**config.mk**
```make
export PLATFORM = sky130hd
export DESIGN_NAME = apb_mem_bridge
export DESIGN_NICKNAME = d
export VERILOG_FILES = /design/src/rtl/rv_bus_pkg.sv /design/src/rtl/rv_mem_pkg.sv /design/src/rtl/apb_mem_bridge.sv
export VERILOG_INCLUDE_DIRS = /design/src /design/src/include
export SDC_FILE = /design/constraint.sdc
export NUM_CORES = 1
export LEC_CHECK = 0
export ABC_AREA = 1
export BUFFER_PORTS_ARGS = -buffer_cell sky130_fd_sc_hd__buf_2
export CAP_MARGIN = 20
export CORE_AREA = 2 2 75 77
export CTS_CLUSTER_DIAMETER = 150
export DETAILED_ROUTE_END_ITERATION = 6
export DIE_AREA = 0 0 77 79
export GPL_TIMING_DRIVEN = 0
export PLACE_DENSITY = 0.65
export SLEW_MARGIN = 0
export SYNTH_ARGS = -nofsm -noshare
export SYNTH_HDL_FRONTEND = slang
export SYNTH_SLANG_ARGS = --single-unit
```
**constraint.sdc**
```tcl
create_clock -name clock -period 1.7 [get_ports clock]
set_input_delay 0.34 -clock clock [delete_from_list [all_inputs] [get_ports clock]]
set_output_delay 0.34 -clock clock [all_outputs]
set_load 0.01 [all_outputs]
```
**src/include/rv_mem_defs.svh**
```systemverilog
`ifndef RV_MEM_DEFS_SVH
`define RV_MEM_DEFS_SVH

// Bus address of RAM byte 0
`define MEM_START_ADDRESS 32'h0001_0000

// RAM size in bytes, split over four byte lanes
`define MEM_SIZE_BYTES 4096

// Word index width for MEM_SIZE_BYTES / 4 words
`define MEM_INDEX_BITS 10

`endif

```
**src/rtl/rv_bus_pkg.sv**
```systemverilog
`default_nettype none

package rv_bus_pkg;

    // Requester to slave signals of the data port
    typedef struct packed {
        logic        psel;     // Slave selected
        logic        penable;  // Access phase
        logic        pwrite;   // High for write
        logic [31:0] paddr;    // Byte address on the bus
        logic [31:0] pwdata;   // Write word
        logic [3:0]  pstrb;    // Byte lane strobes
    } apb_req_t;

    // Slave to requester signals of the data port
    typedef struct packed {
        logic        pready;   // Transfer closes this cycle
        logic        pslverr;  // Bad address or alignment
        logic [31:0] prdata;   // Read word, zero on error
    } apb_rsp_t;

endpackage

`default_nettype wire

```
**src/rtl/rv_mem_pkg.sv**
```systemverilog
`default_nettype none

`include "rv_mem_defs.svh"

package rv_mem_pkg;

    typedef logic [`MEM_INDEX_BITS-1:0] word_index_t;  // Word slot within a lane

    // One RAM word seen whole or per byte lane
    typedef union packed {
        logic [31:0]     word;   // Bus side view
        logic [3:0][7:0] bytes;  // Lane view with byte 0 lowest
    } mem_word_u;

    typedef struct packed {
        logic        valid;  // Fetch wanted this cycle
        logic [31:0] addr;   // Instruction byte address
    } fetch_req_t;

    typedef struct packed {
        logic      valid;  // Answer to last cycle's request
        logic      fault;  // Address outside RAM or misaligned
        mem_word_u instr;  // Zero on fault
    } fetch_rsp_t;

    typedef struct packed {
        logic        en;     // Write this cycle
        word_index_t index;
        logic [3:0]  strb;   // Lanes to update
        mem_word_u   data;
    } ram_wr_t;

    typedef struct packed {
        logic        en;     // Read this cycle
        word_index_t index;
    } ram_rd_t;

endpackage

`default_nettype wire

```
**src/rtl/apb_mem_bridge.sv**
```systemverilog
`default_nettype none

`include "rv_mem_defs.svh"

module apb_mem_bridge
    import rv_bus_pkg::*;
    import rv_mem_pkg::*;
(
    input  wire logic      clock,
    input  wire logic      rst,
    input  wire apb_req_t  apb_req,  // Data port from load/store unit
    output apb_rsp_t       apb_rsp,
    output ram_wr_t        wr,       // Write command to RAM
    output ram_rd_t        rd,       // Read command to RAM
    input  wire mem_word_u rd_data   // Word read one cycle after rd.en
);

    logic        access;     // Access phase of a transfer
    logic [31:0] offset;     // Byte offset from RAM base
    logic        legal;      // Inside window and aligned
    word_index_t index;
    logic        wr_en;
    logic        rd_en;
    logic        rd_wait_q;  // RAM word arrives this cycle
    mem_word_u   wr_word;
    logic        pready;
    logic        pslverr;
    logic [31:0] prdata;

    assign access = apb_req.psel && apb_req.penable;
    assign offset = apb_req.paddr - `MEM_START_ADDRESS;  // Wraps high below base
    assign legal  = (offset < 32'(`MEM_SIZE_BYTES)) && (offset[1:0] == 2'b00);
    assign index  = offset[`MEM_INDEX_BITS+1:2];

    // Write lands on the closing edge
    assign wr_en = access && apb_req.pwrite && legal;

    // Read issued once in the first access cycle
    assign rd_en = access && !apb_req.pwrite && legal && !rd_wait_q;

    assign wr_word.word = apb_req.pwdata;  // Bus word into lane bytes

    assign wr = '{
        en:    wr_en,
        index: index,
        strb:  apb_req.pstrb,
        data:  wr_word
    };

    assign rd = '{
        en:    rd_en,
        index: index
    };

    // Wait flag lasts exactly one cycle since rd_en needs it low
    always_ff @(posedge clock) begin
        if (rst) begin
            rd_wait_q <= 1'b0;
        end else begin
            rd_wait_q <= rd_en;
        end
    end

    assign pready  = access && (!legal || apb_req.pwrite || rd_wait_q);  // Error ends at once
    assign pslverr = access && !legal;
    assign prdata  = (access && rd_wait_q) ? rd_data.word : 32'h0;      // Zero unless read data

    assign apb_rsp = '{
        pready:  pready,
        pslverr: pslverr,
        prdata:  prdata
    };

endmodule

`default_nettype wire

```
==> results of run 1 <==
[report_power, final]
group	leakage, uW	switching (uW)	total [uW]	internal (uW)
Combinational	0.00132	135	336	201
Sequential	0.00000805	0.000000748	23.9	23.9
Clock	0	0	0	0
[cell usage in the layout (no fill, tap or decap)]
master                     Yosys  routed
sky130_fd_sc_hd__a21oi_1       2       1
sky130_fd_sc_hd__inv_2         0       3
sky130_fd_sc_hd__buf_2         0     144
sky130_fd_sc_hd__buf_6         0       7
sky130_fd_sc_hd__nor2_1       51      47
sky130_fd_sc_hd__a21oi_2       1       2
sky130_fd_sc_hd__dfxtp_1       1       1
sky130_fd_sc_hd__nor3_1        1       1
sky130_fd_sc_hd__o21ai_1       1       1
sky130_fd_sc_hd__nand2_1      18      15
sky130_fd_sc_hd__nand3_1       3       2
sky130_fd_sc_hd__nand2_2       2       5
sky130_fd_sc_hd__buf_4        60      58
sky130_fd_sc_hd__nand4_4       0       1
sky130_fd_sc_hd__nor2_2        5       4
sky130_fd_sc_hd__and2_1        1       1
sky130_fd_sc_hd__inv_1        38      35
sky130_fd_sc_hd__nor2_4        1       6
sky130_fd_sc_hd__nand3_2       0       1
sky130_fd_sc_hd__clkbuf_2      0       2
[final cells by class]
type                            count  area share, %
Multi-Input combinational cell     87           22.6
Timing Repair Buffer              152           41.8
Sequential cell                     1           1.03
Tap cell                           72           4.66
Inverter                           38           7.37
Buffer                             59           22.5
[stage by stage]
| step | area (um2) | hold WS, ns | TNS (ns) | setup WS, ns |
|---|---|---|---|---|
| floorplan | 1000 | 0.407 | 0 | 0.159 |
| global placement | 1840 | 0.507 | -2.49 | -0.192 |
| detailed placement | 1840 | 0.510 | -1.99 | -0.186 |
| CTS | 1910 | 0.510 | -0.285 | -0.0828 |
| global route | 1930 | 0.514 | -0.499 | -0.149 |
| finish | 1930 | 0.504 | -0.0932 | -0.0338 |
[worst max-delay path, delay by kind of cell]
family | cells | cell delay, ns
buf+inv | 2 | 0.21
simple gates | 9 | 0.84
[layer usage]
metal  track usage, %  vias up
met5                0        -
met4                0        0
met3             2.05        0
met2             18.7       94
met1             10.1      596
li1                 -      773
[worst max path at each step]
stage | cells past startpoint | end | slack, ns | start
after floorplan | 9 | apb_rsp[33] | 0.16 | apb_req[57]
after CTS | 11 | wr[46] | -0.08 | apb_req[58]
after detailed placement | 12 | rd[10] | -0.19 | apb_req[57]
after global routing | 11 | wr[46] | -0.15 | apb_req[58]
after global placement | 10 | rd[10] | -0.19 | apb_req[57]
final | 11 | wr[46] | -0.03 | apb_req[58]
[kinds of logic (layout without fill, tap and decap cells)]
logic type	Yosys count	after routing	synth area share, %
DFF	1	1	2.00
and+or+nand+nor	83	83	35.2
AOI/OAI and AO/OA	4	4	2.37
buffers and inverters	101	249	60.4
[timing repair]
item                                   CTS  global route
pin swaps                               12             6
setup endpoints to repair               34            34
gates resized for setup                 23             7
endpoints found under the hold margin    0             0
hold buffers                             0             0
setup buffers                            1             1
==> results.rst, run 1 <==
.. list-table::
   :header-rows: 1

   * - Metric
     - Value
   * - Run status
     - finished, violations left
   * - Violations in the final reports
     - setup timing
   * - Synthesized area per cell
     - 5.30 um2
   * - Clock-pin slew of the registers on the worst-case setup and hold paths
     - 0 ns
   * - Total number of placement rows
     - 27
   * - Synth Instances
     - 189
   * - Highest metal used
     - met3
   * - Area leader, netlist
     - sky130_fd_sc_hd__buf_4
   * - Final ANT Viol Nets
     - 0
   * - Maximum operating frequency
     - 577 MHz
   * - Number of cells in the design after placement
     - 411
   * - Reg-to-reg startpoint
     - rd_wait_q
   * - NumNets Final
     - 444
   * - Number of DRC markers after the initial detailed-route iteration
     - 26
   * - Ratio of total power to cell area
     - 186 nW/um2
   * - Combined flip-flop and latch cell area
     - 20.0 um2
   * - Die boundary height
     - 79 um
   * - Global-route wire length before repair
     - 4890 um
   * - Highest fanout seen on the critical path
     - 4
   * - Cell with the largest stage delay on the worst path
     - sky130_fd_sc_hd__nor2_4
   * - Number of remaining DRC errors
     - 0
   * - Port bufs
     - 150
   * - Shortest clock period the worst path allows after layout
     - 1.73 ns
   * - Post-detailed-route wirelength per cell
     - 8.00 um
   * - Area of the multi-input gates
     - 437 um2
   * - Final WS setup
     - -0.0338 ns
   * - Flip-flop count of the largest register after layout
     - 1
   * - Synthesis-to-layout area growth
     - 93.3%
   * - Source-to-sink clock delay at the later pin of the worst-skew pair
     - 0 ns
   * - Via count of the first global-routing pass
     - 1196
   * - Synth area leaders
     - sky130_fd_sc_hd__buf_4 45%, sky130_fd_sc_hd__nor2_1 19%, sky130_fd_sc_hd__inv_1 14%
   * - Initial cell density of the core
     - 18.8%
   * - Register bank with the most flops
     - rd_wait_q
   * - Total count of hold-check failures in the final report
     - 0
   * - Wire length on met1
     - 1150 um
   * - Top flop regs
     - rd_wait_q (1)
   * - Reported max-cap violation count
     - 0
   * - DRT Wirelength
     - 3270 um
   * - Total die area
     - 6080 um2
   * - Most common cell in the netlist
     - sky130_fd_sc_hd__buf_4
   * - Setup crit end kind
     - output pin
   * - Grt ovf
     - 0
   * - Proportion of netlist area held by the largest area contributor
     - 45.0%
   * - Worst-case reg-to-reg path depth
     - 4
   * - RSZ-0062 raised after global routing
     - yes
   * - Number of slew-limit violations in the final report
     - 0
   * - DP Wirelength
     - 3020 um
   * - Overall via count from detail_route
     - 1463
   * - Post-Synthesis Cell Area
     - 1000 um2
   * - Combined global-route utilization of all metal layers
     - 9.11%
   * - Arrival time of data at the critical path endpoint
     - 1.39 ns
   * - Flip-flop and latch count after synthesis
     - 1
   * - Cell variety after synth
     - 16
   * - Antenna diode instance count
     - 0
   * - Share of the clock period used by the worst path after layout
     - 102%
   * - Fill cell count
     - 573
   * - Met3 routed WL
     - 410 um
   * - Horizontal die dimension
     - 77 um
   * - Classification of the worst-slack hold path
     - in2reg
   * - Max VDD drop
     - 0.0923 mV
   * - Setup slack of the worst register-to-register path
     - 0.73 ns
   * - Number of top-level pins
     - 197
   * - Clock tree skew after final layout
     - 0 ns
   * - Ranking of synthesized cells by instance count
     - 60 x sky130_fd_sc_hd__buf_4, 51 x sky130_fd_sc_hd__nor2_1, 38 x sky130_fd_sc_hd__inv_1
   * - Routability congestion estimate from global placement
     - 0.759
   * - Endpoint with the worst hold slack
     - rd_wait_q
   * - Data required, critical path
     - 1.36 ns
   * - Setup-failing EPs final
     - 3
   * - Leakage power
     - 0.00133 uW
   * - Floorplan core area
     - 5340 um2
   * - Worst slew slack as a fraction of its limit
     - 80.9%
   * - RR Endpoint
     - rd_wait_q
   * - Avg Vias per Cell
     - 3.58
   * - Actual slew at the worst max-slew pin
     - 0.286 ns
   * - Startpoint kind of the worst setup timing path
     - input port
   * - Antenna violations before repair
     - 0
   * - Synthesized net count
     - 294
   * - Predominant post-synthesis flop cell
     - sky130_fd_sc_hd__dfxtp_1
   * - Fraction of registers with async set/reset
     - 0%
   * - Total power of the final layout
     - 360 uW
   * - EDFF count, synth
     - 0
   * - Number of search-and-repair iterations in the first detailed-routing pass
     - 3
   * - Cell breakdown of the critical path
     - buf_6, nor2_4, nand2_2, nor2_4, nand2_1, nand2_1, nand2_2, nor2_4, nand2_1, nor2_2, buf_6
   * - Largest net degree at the start of global routing
     - 11
   * - Sum of met2 wire segment lengths after detailed routing
     - 1710 um
   * - Start point of the worst hold path
     - rst
   * - Number of cells in the finished layout apart from fillers
     - 409
   * - Share of final-layout standard cells stronger than drive strength 1
     - 69.1%
   * - Worst path max stage delay
     - 0.15 ns
   * - Final core utilization
     - 36.2%
   * - WS Path Type
     - in2out
   * - Warning count from the yosys run
     - 0
   * - Number of cells traversed by the worst hold path
     - 2
   * - Part of the Yosys area used for sequential elements
     - 2.00%
No activity file was read; power rests on OpenSTA's default activity.
==> run 2: changes to the inputs <==
--- a/config.mk
+++ b/config.mk
@@ -14,6 +14,7 @@
 export DETAILED_ROUTE_END_ITERATION = 6
 export DIE_AREA = 0 0 77 79
 export GPL_TIMING_DRIVEN = 0
+export MAX_ROUTING_LAYER = met4
 export PLACE_DENSITY = 0.65
 export SLEW_MARGIN = 0
 export SYNTH_ARGS = -nofsm -noshare
==> run 2 against run 1 <==
Against the previous run:
- the flow still finishes with violations (setup timing)
- routed wire length unchanged
- worst hold slack about the same
- global-route usage increased by 0.25 points
- total power about the same
- final area unchanged
- worst setup slack unchanged
- fmax unchanged
- register-to-register slack about the same
- die area unchanged
- first-iteration DRC count unchanged
- utilization unchanged
- sequential share of layout area unchanged
- critical endpoint unchanged
==> results.rst, run 2 (synthesized netlist as in run 1, its figures left out) <==
.. list-table::
   :header-rows: 1

   * - Metric
     - Value
   * - Total buffers and inverters traversed by the critical path
     - 2 (unchanged)
   * - Final ANT Viol Nets
     - 0 (unchanged)
   * - Reported max-cap violation count
     - 0 (unchanged)
   * - WS Path Type
     - in2out
   * - Number of top-level pins
     - 197 (unchanged)
   * - Worst-case reg-to-reg path depth
     - 4 (unchanged)
   * - Post-detailed-route wirelength per cell
     - 8.00 um (unchanged)
   * - Horizontal die dimension
     - 77 um (unchanged)
   * - Source-to-sink clock delay at the later pin of the worst-skew pair
     - 0 ns (unchanged)
   * - Actual slew at the worst max-slew pin
     - 0.286 ns (unchanged)
   * - Share of the clock period used by the worst path after layout
     - 102% (unchanged)
   * - Avg Vias per Cell
     - 3.58 (unchanged)
   * - Violations in the final reports
     - setup timing
   * - Highest fanout seen on the critical path
     - 4 (unchanged)
   * - Placed instance area
     - 1840 um2 (unchanged)
   * - Top cell family by delay on the critical path
     - simple AND/OR/NAND/NOR gates
   * - Proportion of power drawn by combinational gates
     - 93.3% (about the same)
   * - Leading cell types in the layout, fill and taps excluded
     - 144 x sky130_fd_sc_hd__buf_2, 58 x sky130_fd_sc_hd__buf_4, 47 x sky130_fd_sc_hd__nor2_1
   * - Number of cells in the design after placement
     - 411 (unchanged)
   * - Number of slew-limit violations in the final report
     - 0 (unchanged)
   * - Number of remaining DRC errors
     - 0 (unchanged)
   * - Setup-failing EPs final
     - 3 (unchanged)
   * - Maximum operating frequency
     - 577 MHz (unchanged)
   * - Floorplan core area
     - 5340 um2 (unchanged)
   * - Antenna diode instance count
     - 0 (unchanged)
   * - Internal power consumption
     - 225 uW (about the same)
   * - Fill cell count
     - 573 (unchanged)
   * - Placement-stage worst setup slack
     - -0.186 ns (unchanged)
   * - Hold-fix buffers at CTS
     - 0 (unchanged)
   * - Number of cells in the finished layout apart from fillers
     - 409 (unchanged)
   * - Total count of hold-check failures in the final report
     - 0 (unchanged)
   * - Top flop regs
     - rd_wait_q (1)
   * - Start point of the worst hold path
     - rst
   * - Port bufs
     - 150 (unchanged)
   * - Share of final-layout standard cells stronger than drive strength 1
     - 69.1% (unchanged)
   * - DP Wirelength
     - 3020 um (unchanged)
   * - Number of DRC markers after the initial detailed-route iteration
     - 26 (unchanged)
   * - Net switching fraction of the power
     - 37.5% (about the same)
   * - RR Endpoint
     - rd_wait_q
   * - Final WS setup
     - -0.0338 ns (unchanged)
   * - Antenna violations before repair
     - 0 (unchanged)
   * - Clock network power share
     - 0% (unchanged)
   * - Clock-pin slew of the registers on the worst-case setup and hold paths
     - 0 ns (unchanged)
   * - Net switching power
     - 135 uW (about the same)
   * - Arrival time of data at the critical path endpoint
     - 1.39 ns (about the same)
   * - Initial cell density of the core
     - 18.8% (unchanged)
   * - Setup slack of the worst register-to-register path
     - 0.73 ns (about the same)
   * - Total die area
     - 6080 um2 (unchanged)
   * - Number of cells traversed by the worst hold path
     - 2 (unchanged)
   * - Leakage power
     - 0.00133 uW (unchanged)
   * - Cell breakdown of the critical path
     - buf_6, nor2_4, nand2_2, nor2_4, nand2_1, nand2_1, nand2_2, nor2_4, nand2_1, nor2_2, buf_6
   * - RSZ-0062 raised after global routing
     - yes
   * - NumNets Final
     - 444 (unchanged)
   * - Overall via count from detail_route
     - 1463 (unchanged)
   * - Final total negative setup slack
     - -0.0929 ns (+0.000296 ns)
   * - Endpoint with the worst hold slack
     - rd_wait_q
   * - Total number of placement rows
     - 27 (unchanged)
   * - Reg-to-reg startpoint
     - rd_wait_q
   * - Worst slew slack as a fraction of its limit
     - 80.9% (unchanged)
   * - Register bank with the most flops
     - rd_wait_q
   * - Final core utilization
     - 36.2% (unchanged)
   * - Combined flip-flop and latch cell area
     - 20.0 um2 (unchanged)
   * - Startpoint kind of the worst setup timing path
     - input port
   * - Cell with the largest stage delay on the worst path
     - sky130_fd_sc_hd__nor2_4
   * - Combined global-route utilization of all metal layers
     - 9.36% (+0.25 points)
   * - Number of search-and-repair iterations in the first detailed-routing pass
     - 3 (unchanged)
   * - Die boundary height
     - 79 um (unchanged)
   * - Ratio of total power to cell area
     - 186 nW/um2 (about the same)
   * - Data required, critical path
     - 1.36 ns (about the same)
   * - Design Area, Final
     - 1930 um2 (unchanged)
   * - Via count of the first global-routing pass
     - 1194 (-0.17%)
   * - Worst path max stage delay
     - 0.15 ns (about the same)
   * - Setup crit end kind
     - output pin
   * - Shortest clock period the worst path allows after layout
     - 1.73 ns (unchanged)
   * - Synthesis-to-layout area growth
     - 93.3% (unchanged)
   * - Largest net degree at the start of global routing
     - 11 (unchanged)
   * - Grt ovf
     - 0 (unchanged)
   * - Clock tree skew after final layout
     - 0 ns (unchanged)
   * - Classification of the worst-slack hold path
     - in2reg
   * - Global-route wire length before repair
     - 4890 um (unchanged)
   * - Most frequent standard cell in the layout excluding fill and tap cells
     - sky130_fd_sc_hd__buf_2
   * - Run status
     - finished, violations left
   * - Area of the multi-input gates
     - 437 um2 (unchanged)
   * - Routability congestion estimate from global placement
     - 0.769 (+1.3%)
   * - Max VDD drop
     - 0.0923 mV (unchanged)
   * - Flip-flop count of the largest register after layout
     - 1 (unchanged)
   * - Part of the total power dissipated in sequential elements
     - 6.7% (about the same)
   * - DRT Wirelength
     - 3270 um (unchanged)
## run 2: worst reg2reg max path, cell delays in order, from the launching register on
cell and delay (ns):
sky130_fd_sc_hd__dfxtp_1 0.30, sky130_fd_sc_hd__nor2_1 0.24, sky130_fd_sc_hd__nand4_4 0.15, sky130_fd_sc_hd__buf_4 0.16, sky130_fd_sc_hd__nor2_2 0.06
## run 2: through the flow
step                total power [uW]  hold WS (ns)
finish                           360         0.504
global route                     392         0.514
CTS                              360         0.510
detailed placement               347         0.510
global placement                 343         0.507
floorplan                        207         0.407
## run 2: how the worst max path moves through the flow
stage / from / endpoint / slack, ns / cells past startpoint
global placement: apb_req[57] / rd[10] / -0.19 / 10
CTS: apb_req[58] / wr[46] / -0.08 / 11
floorplan: apb_req[57] / apb_rsp[33] / 0.16 / 9
detailed placement: apb_req[57] / rd[10] / -0.19 / 12
finish: apb_req[58] / wr[46] / -0.03 / 11
global route: apb_req[58] / wr[46] / -0.15 / 11
## run 2: power by group through the flow
| stage | clock network (uW) | logic [uW] | registers [uW] |
|---|---|---|---|
| after global routing | 0 | 368 | 23.9 |
| final | 0 | 336 | 23.9 |
| after CTS | 0 | 336 | 24.0 |
| after global placement | 0 | 319 | 24.0 |
| after floorplan | 0 | 183 | 24.0 |
| after detailed placement | 0 | 323 | 24.0 |
## run 2: repair_timing
action	in CTS	in global routing
setup endpoints to repair	34	34
setup buffers	1	1
pin swaps	12	6
resized for setup	23	7
endpoints found under the hold margin	0	0
## run 2: cell type report
cell class | instances | share of cell area, %
sequential | 1 | 1.03
tap | 72 | 4.66
multi-input combinational | 87 | 22.6
inverter | 38 | 7.37
buffer | 59 | 22.5
timing repair buffer | 152 | 41.8
## run 2: metal layers
metal  routed length [um]  GRT usage (%)  vias to the layer above
met5                    0              -                        -
met4                    0              0                        0
met3                  390           1.70                        0
met2                 1710           18.7                       94
met1                 1170           10.3                      596
li1                     -              -                      773
==> run 3: changes to the inputs <==
--- a/config.mk
+++ b/config.mk
@@ -6,16 +6,15 @@
 export SDC_FILE = /design/constraint.sdc
 export NUM_CORES = 1
 export LEC_CHECK = 0
-export ABC_AREA = 1
 export BUFFER_PORTS_ARGS = -buffer_cell sky130_fd_sc_hd__buf_2
 export CAP_MARGIN = 20
-export CORE_AREA = 2 2 75 77
+export CORE_AREA = 2 2 77 79
 export CTS_CLUSTER_DIAMETER = 150
 export DETAILED_ROUTE_END_ITERATION = 6
-export DIE_AREA = 0 0 77 79
+export DIE_AREA = 0 0 79 81
 export GPL_TIMING_DRIVEN = 0
 export MAX_ROUTING_LAYER = met4
-export PLACE_DENSITY = 0.65
+export PLACE_DENSITY = 0.6
 export SLEW_MARGIN = 0
 export SYNTH_ARGS = -nofsm -noshare
 export SYNTH_HDL_FRONTEND = slang
==> run 3 against run 2 <==
Against the previous run:
- the flow still finishes with violations (setup timing)
- final area decreased by 7.4%
- total power decreased by 8.7%
- synthesized cell count down 35%
- clock skew unchanged
- first-iteration DRC count down 88%
- critical path depth is 4 lower
- flip-flop and latch count unchanged
- sequential power hardly changed
- register-to-register slack better by 0.27 ns
- largest cell class unchanged
- highest routed layer unchanged
==> results.rst, run 3 <==
.. list-table::
   :header-rows: 1

   * - Metric
     - Value
   * - Setup-failing EPs final
     - 5 (+2)
   * - RSZ-0062 raised after global routing
     - yes
   * - Predominant post-synthesis flop cell
     - sky130_fd_sc_hd__dfxtp_1
   * - Fraction of registers with async set/reset
     - 0% (unchanged)
   * - Number of slew-limit violations in the final report
     - 0 (unchanged)
   * - DP Wirelength
     - 2990 um (-1.1%)
   * - Cell with the largest stage delay on the worst path
     - sky130_fd_sc_hd__nor4_4
   * - Area leader, netlist
     - sky130_fd_sc_hd__buf_4
   * - Start point of the worst hold path
     - rd_wait_q
   * - Number of DRC markers after the initial detailed-route iteration
     - 3 (-88%)
   * - Cell breakdown of the critical path
     - buf_2, nor4_4, nand4_1, xnor2_1, nor4_4, and4_1, buf_6
   * - Data required, critical path
     - 1.36 ns (about the same)
   * - Arrival time of data at the critical path endpoint
     - 1.81 ns (+0.42 ns)
   * - Horizontal die dimension
     - 79 um (+2.6%)
   * - Final core utilization
     - 31.6% (-4.7 points)
   * - Flip-flop count of the largest register after layout
     - 1 (unchanged)
   * - Number of cells traversed by the worst hold path
     - 2 (unchanged)
   * - Final WS setup
     - -0.451 ns (-0.417 ns)
   * - Synth Instances
     - 123 (-35%)
   * - WS Path Type
     - in2out
   * - Most frequent standard cell in the layout excluding fill and tap cells
     - sky130_fd_sc_hd__buf_2
   * - Most common cell in the netlist
     - sky130_fd_sc_hd__buf_4
   * - Design Area, Final
     - 1790 um2 (-7.4%)
   * - Part of the Yosys area used for sequential elements
     - 2.31% (+0.31 points)
   * - Ratio of total power to cell area
     - 184 nW/um2 (-1.4%)
   * - Maximum operating frequency
     - 465 MHz (-19%)
   * - Number of top-level pins
     - 197 (unchanged)
   * - Actual slew at the worst max-slew pin
     - 0.320 ns (+0.0343 ns)
   * - Largest net degree at the start of global routing
     - 11 (unchanged)
   * - Worst path max stage delay
     - 0.32 ns (+0.17 ns)
   * - Via count of the first global-routing pass
     - 986 (-17%)
   * - Cell variety after synth
     - 23 (+7)
   * - Most used cell, CP
     - sky130_fd_sc_hd__nor4_4
   * - Initial cell density of the core
     - 15.3% (-3.5 points)
   * - Number of cells in the finished layout apart from fillers
     - 348 (-15%)
   * - Register bank with the most flops
     - rd_wait_q
   * - Share of the clock period used by the worst path after layout
     - 127% (+25 points)
   * - Avg Vias per Cell
     - 3.63 (+1.5%)
   * - Port bufs
     - 150 (unchanged)
   * - Final ANT Viol Nets
     - 0 (unchanged)
   * - Share of final-layout standard cells stronger than drive strength 1
     - 80.6% (+11 points)
   * - Violations in the final reports
     - setup timing
   * - Floorplan core area
     - 5680 um2 (+6.3%)
   * - Post-detailed-route wirelength per cell
     - 9.29 um (+16%)
   * - Synthesis-to-layout area growth
     - 107%
   * - NumNets Final
     - 380 (-14%)
   * - Total die area
     - 6400 um2 (+5.2%)
   * - Flip-flop and latch count after synthesis
     - 1 (unchanged)
   * - Antenna violations before repair
     - 0 (unchanged)
   * - Number of search-and-repair iterations in the first detailed-routing pass
     - 3 (unchanged)
   * - Max VDD drop
     - 0.100 mV (+8.9%)
   * - Shortest clock period the worst path allows after layout
     - 2.15 ns (+0.417 ns)
   * - Proportion of netlist area held by the largest area contributor
     - 52.0% (+7.0 points)
   * - EDFF count, synth
     - 0 (unchanged)
   * - Synthesized net count
     - 228 (-22%)
   * - Leading cell types in the layout, fill and taps excluded
     - 145 x sky130_fd_sc_hd__buf_2, 60 x sky130_fd_sc_hd__buf_4, 32 x sky130_fd_sc_hd__and2_1
   * - Ranking of synthesized cells by instance count
     - 60 x sky130_fd_sc_hd__buf_4, 32 x sky130_fd_sc_hd__and2_1, 6 x sky130_fd_sc_hd__nor2_1
   * - Post-Synthesis Cell Area
     - 866 um2 (-14%)
   * - Global-route wire length before repair
     - 4040 um (-17%)
   * - Clock-pin slew of the registers on the worst-case setup and hold paths
     - 0 ns (unchanged)
   * - Number of cells in the design after placement
     - 348 (-15%)
   * - Die boundary height
     - 81 um (+2.5%)
   * - Startpoint kind of the worst setup timing path
     - input port
   * - Worst slew slack as a fraction of its limit
     - 78.5% (-2.4 points)
   * - Highest fanout seen on the critical path
     - 5 (+1)
   * - Total power of the final layout
     - 329 uW (-8.7%)
   * - DRT Wirelength
     - 3230 um (-1.1%)
   * - Clock tree skew after final layout
     - 0 ns (unchanged)
   * - Hold-fix buffers at CTS
     - 0 (unchanged)
   * - Classification of the worst-slack hold path
     - reg2reg
   * - Reported max-cap violation count
     - 0 (unchanged)
   * - Source-to-sink clock delay at the later pin of the worst-skew pair
     - 0 ns (unchanged)
   * - Reg-to-reg startpoint
     - rd_wait_q
   * - Warning count from the yosys run
     - 0 (unchanged)
   * - Placed instance area
     - 1710 um2 (-7.1%)
   * - Setup slack of the worst register-to-register path
     - 1.00 ns (+0.27 ns)
   * - Setup crit end kind
     - output pin
   * - Top flop regs
     - rd_wait_q (1)
   * - Number of remaining DRC errors
     - 0 (unchanged)
   * - Grt ovf
     - 0 (unchanged)
   * - Total number of placement rows
     - 28 (+3.7%)
   * - Leakage power
     - 0.00114 uW (-14%)
   * - RR Endpoint
     - rd_wait_q
   * - Worst-case reg-to-reg path depth
     - 2 (-2)
   * - Synthesized area per cell
     - 7.04 um2 (+33%)
   * - Antenna diode instance count
     - 0 (unchanged)
   * - Tightest hold margin
     - 0.607 ns (+0.103 ns)
   * - Endpoint with the worst hold slack
     - rd_wait_q
   * - Synth area leaders
     - sky130_fd_sc_hd__buf_4 52%, sky130_fd_sc_hd__and2_1 23%, sky130_fd_sc_hd__nor2_1 2.6%
   * - Routability congestion estimate from global placement
     - 0.654 (-15%)
   * - Total count of hold-check failures in the final report
     - 0 (unchanged)
   * - Combined global-route utilization of all metal layers
     - 7.65% (-1.7 points)
   * - Run status
     - finished, violations left
   * - Overall via count from detail_route
     - 1264 (-14%)
[run 3: area by class of cell]
cell class,count,area (um2)
flip-flops and latches,1,20.0
plain buffers,60,443
repair buffers,153,805
well taps,75,93.8
multi-input cells,58,427
inverters,1,3.75
fillers,626,3880
[run 3: through the flow]
stage | setup TNS [ns] | setup WS (ns)
floorplan | -1.24 | -0.364
global placement | -4.05 | -0.954
detailed placement | -3.87 | -0.913
CTS | -2.52 | -0.621
global route | -2.37 | -0.585
finish | -1.67 | -0.451
[run 3: what timing repair did]
| action | in CTS | in global routing |
|---|---|---|
| endpoints found under the hold margin | 0 | 0 |
| buffers inserted | 1 | 2 |
| gates cloned | 0 | 0 |
| setup endpoints to repair | 5 | 26 |
| pin swaps | 6 | 5 |
| resized for setup | 9 | 9 |
[run 3: kinds of logic after synthesis]
group | after synthesis | share of synthesized area [%]
XOR/XNOR | 1 | 1.01
buffers and inverters | 64 | 53.8
AO/OA/AOI/OAI | 3 | 2.17
flip-flops | 1 | 2.31
AND/OR/NAND/NOR | 54 | 40.8
[run 3: per-layer routing]
metal  track usage, %  routed length [um]
met1             6.95                 990
met2             16.9                1790
met3             1.56                 456
met4                0                   0
met5                -                   0
[run 3: worst max-delay path, delay by kind of cell]
family        cells  cell delay, ns
xor+xnor          1            0.18
buf+inv           2            0.22
simple gates      4            1.07
[run 3: worst max path at each step]
stage                      startpoint     end
after CTS                 apb_req[60]  wr[46]
after global routing      apb_req[63]  wr[46]
after detailed placement  apb_req[63]  wr[46]
after floorplan           apb_req[61]  wr[46]
after global placement    apb_req[63]  wr[46]
final                     apb_req[63]  wr[46]
[run 3: power by group]
group	internal (uW)	switching, uW
clock	0	0
combinational	193	112
sequential	23.9	0.000000374
total	217	112
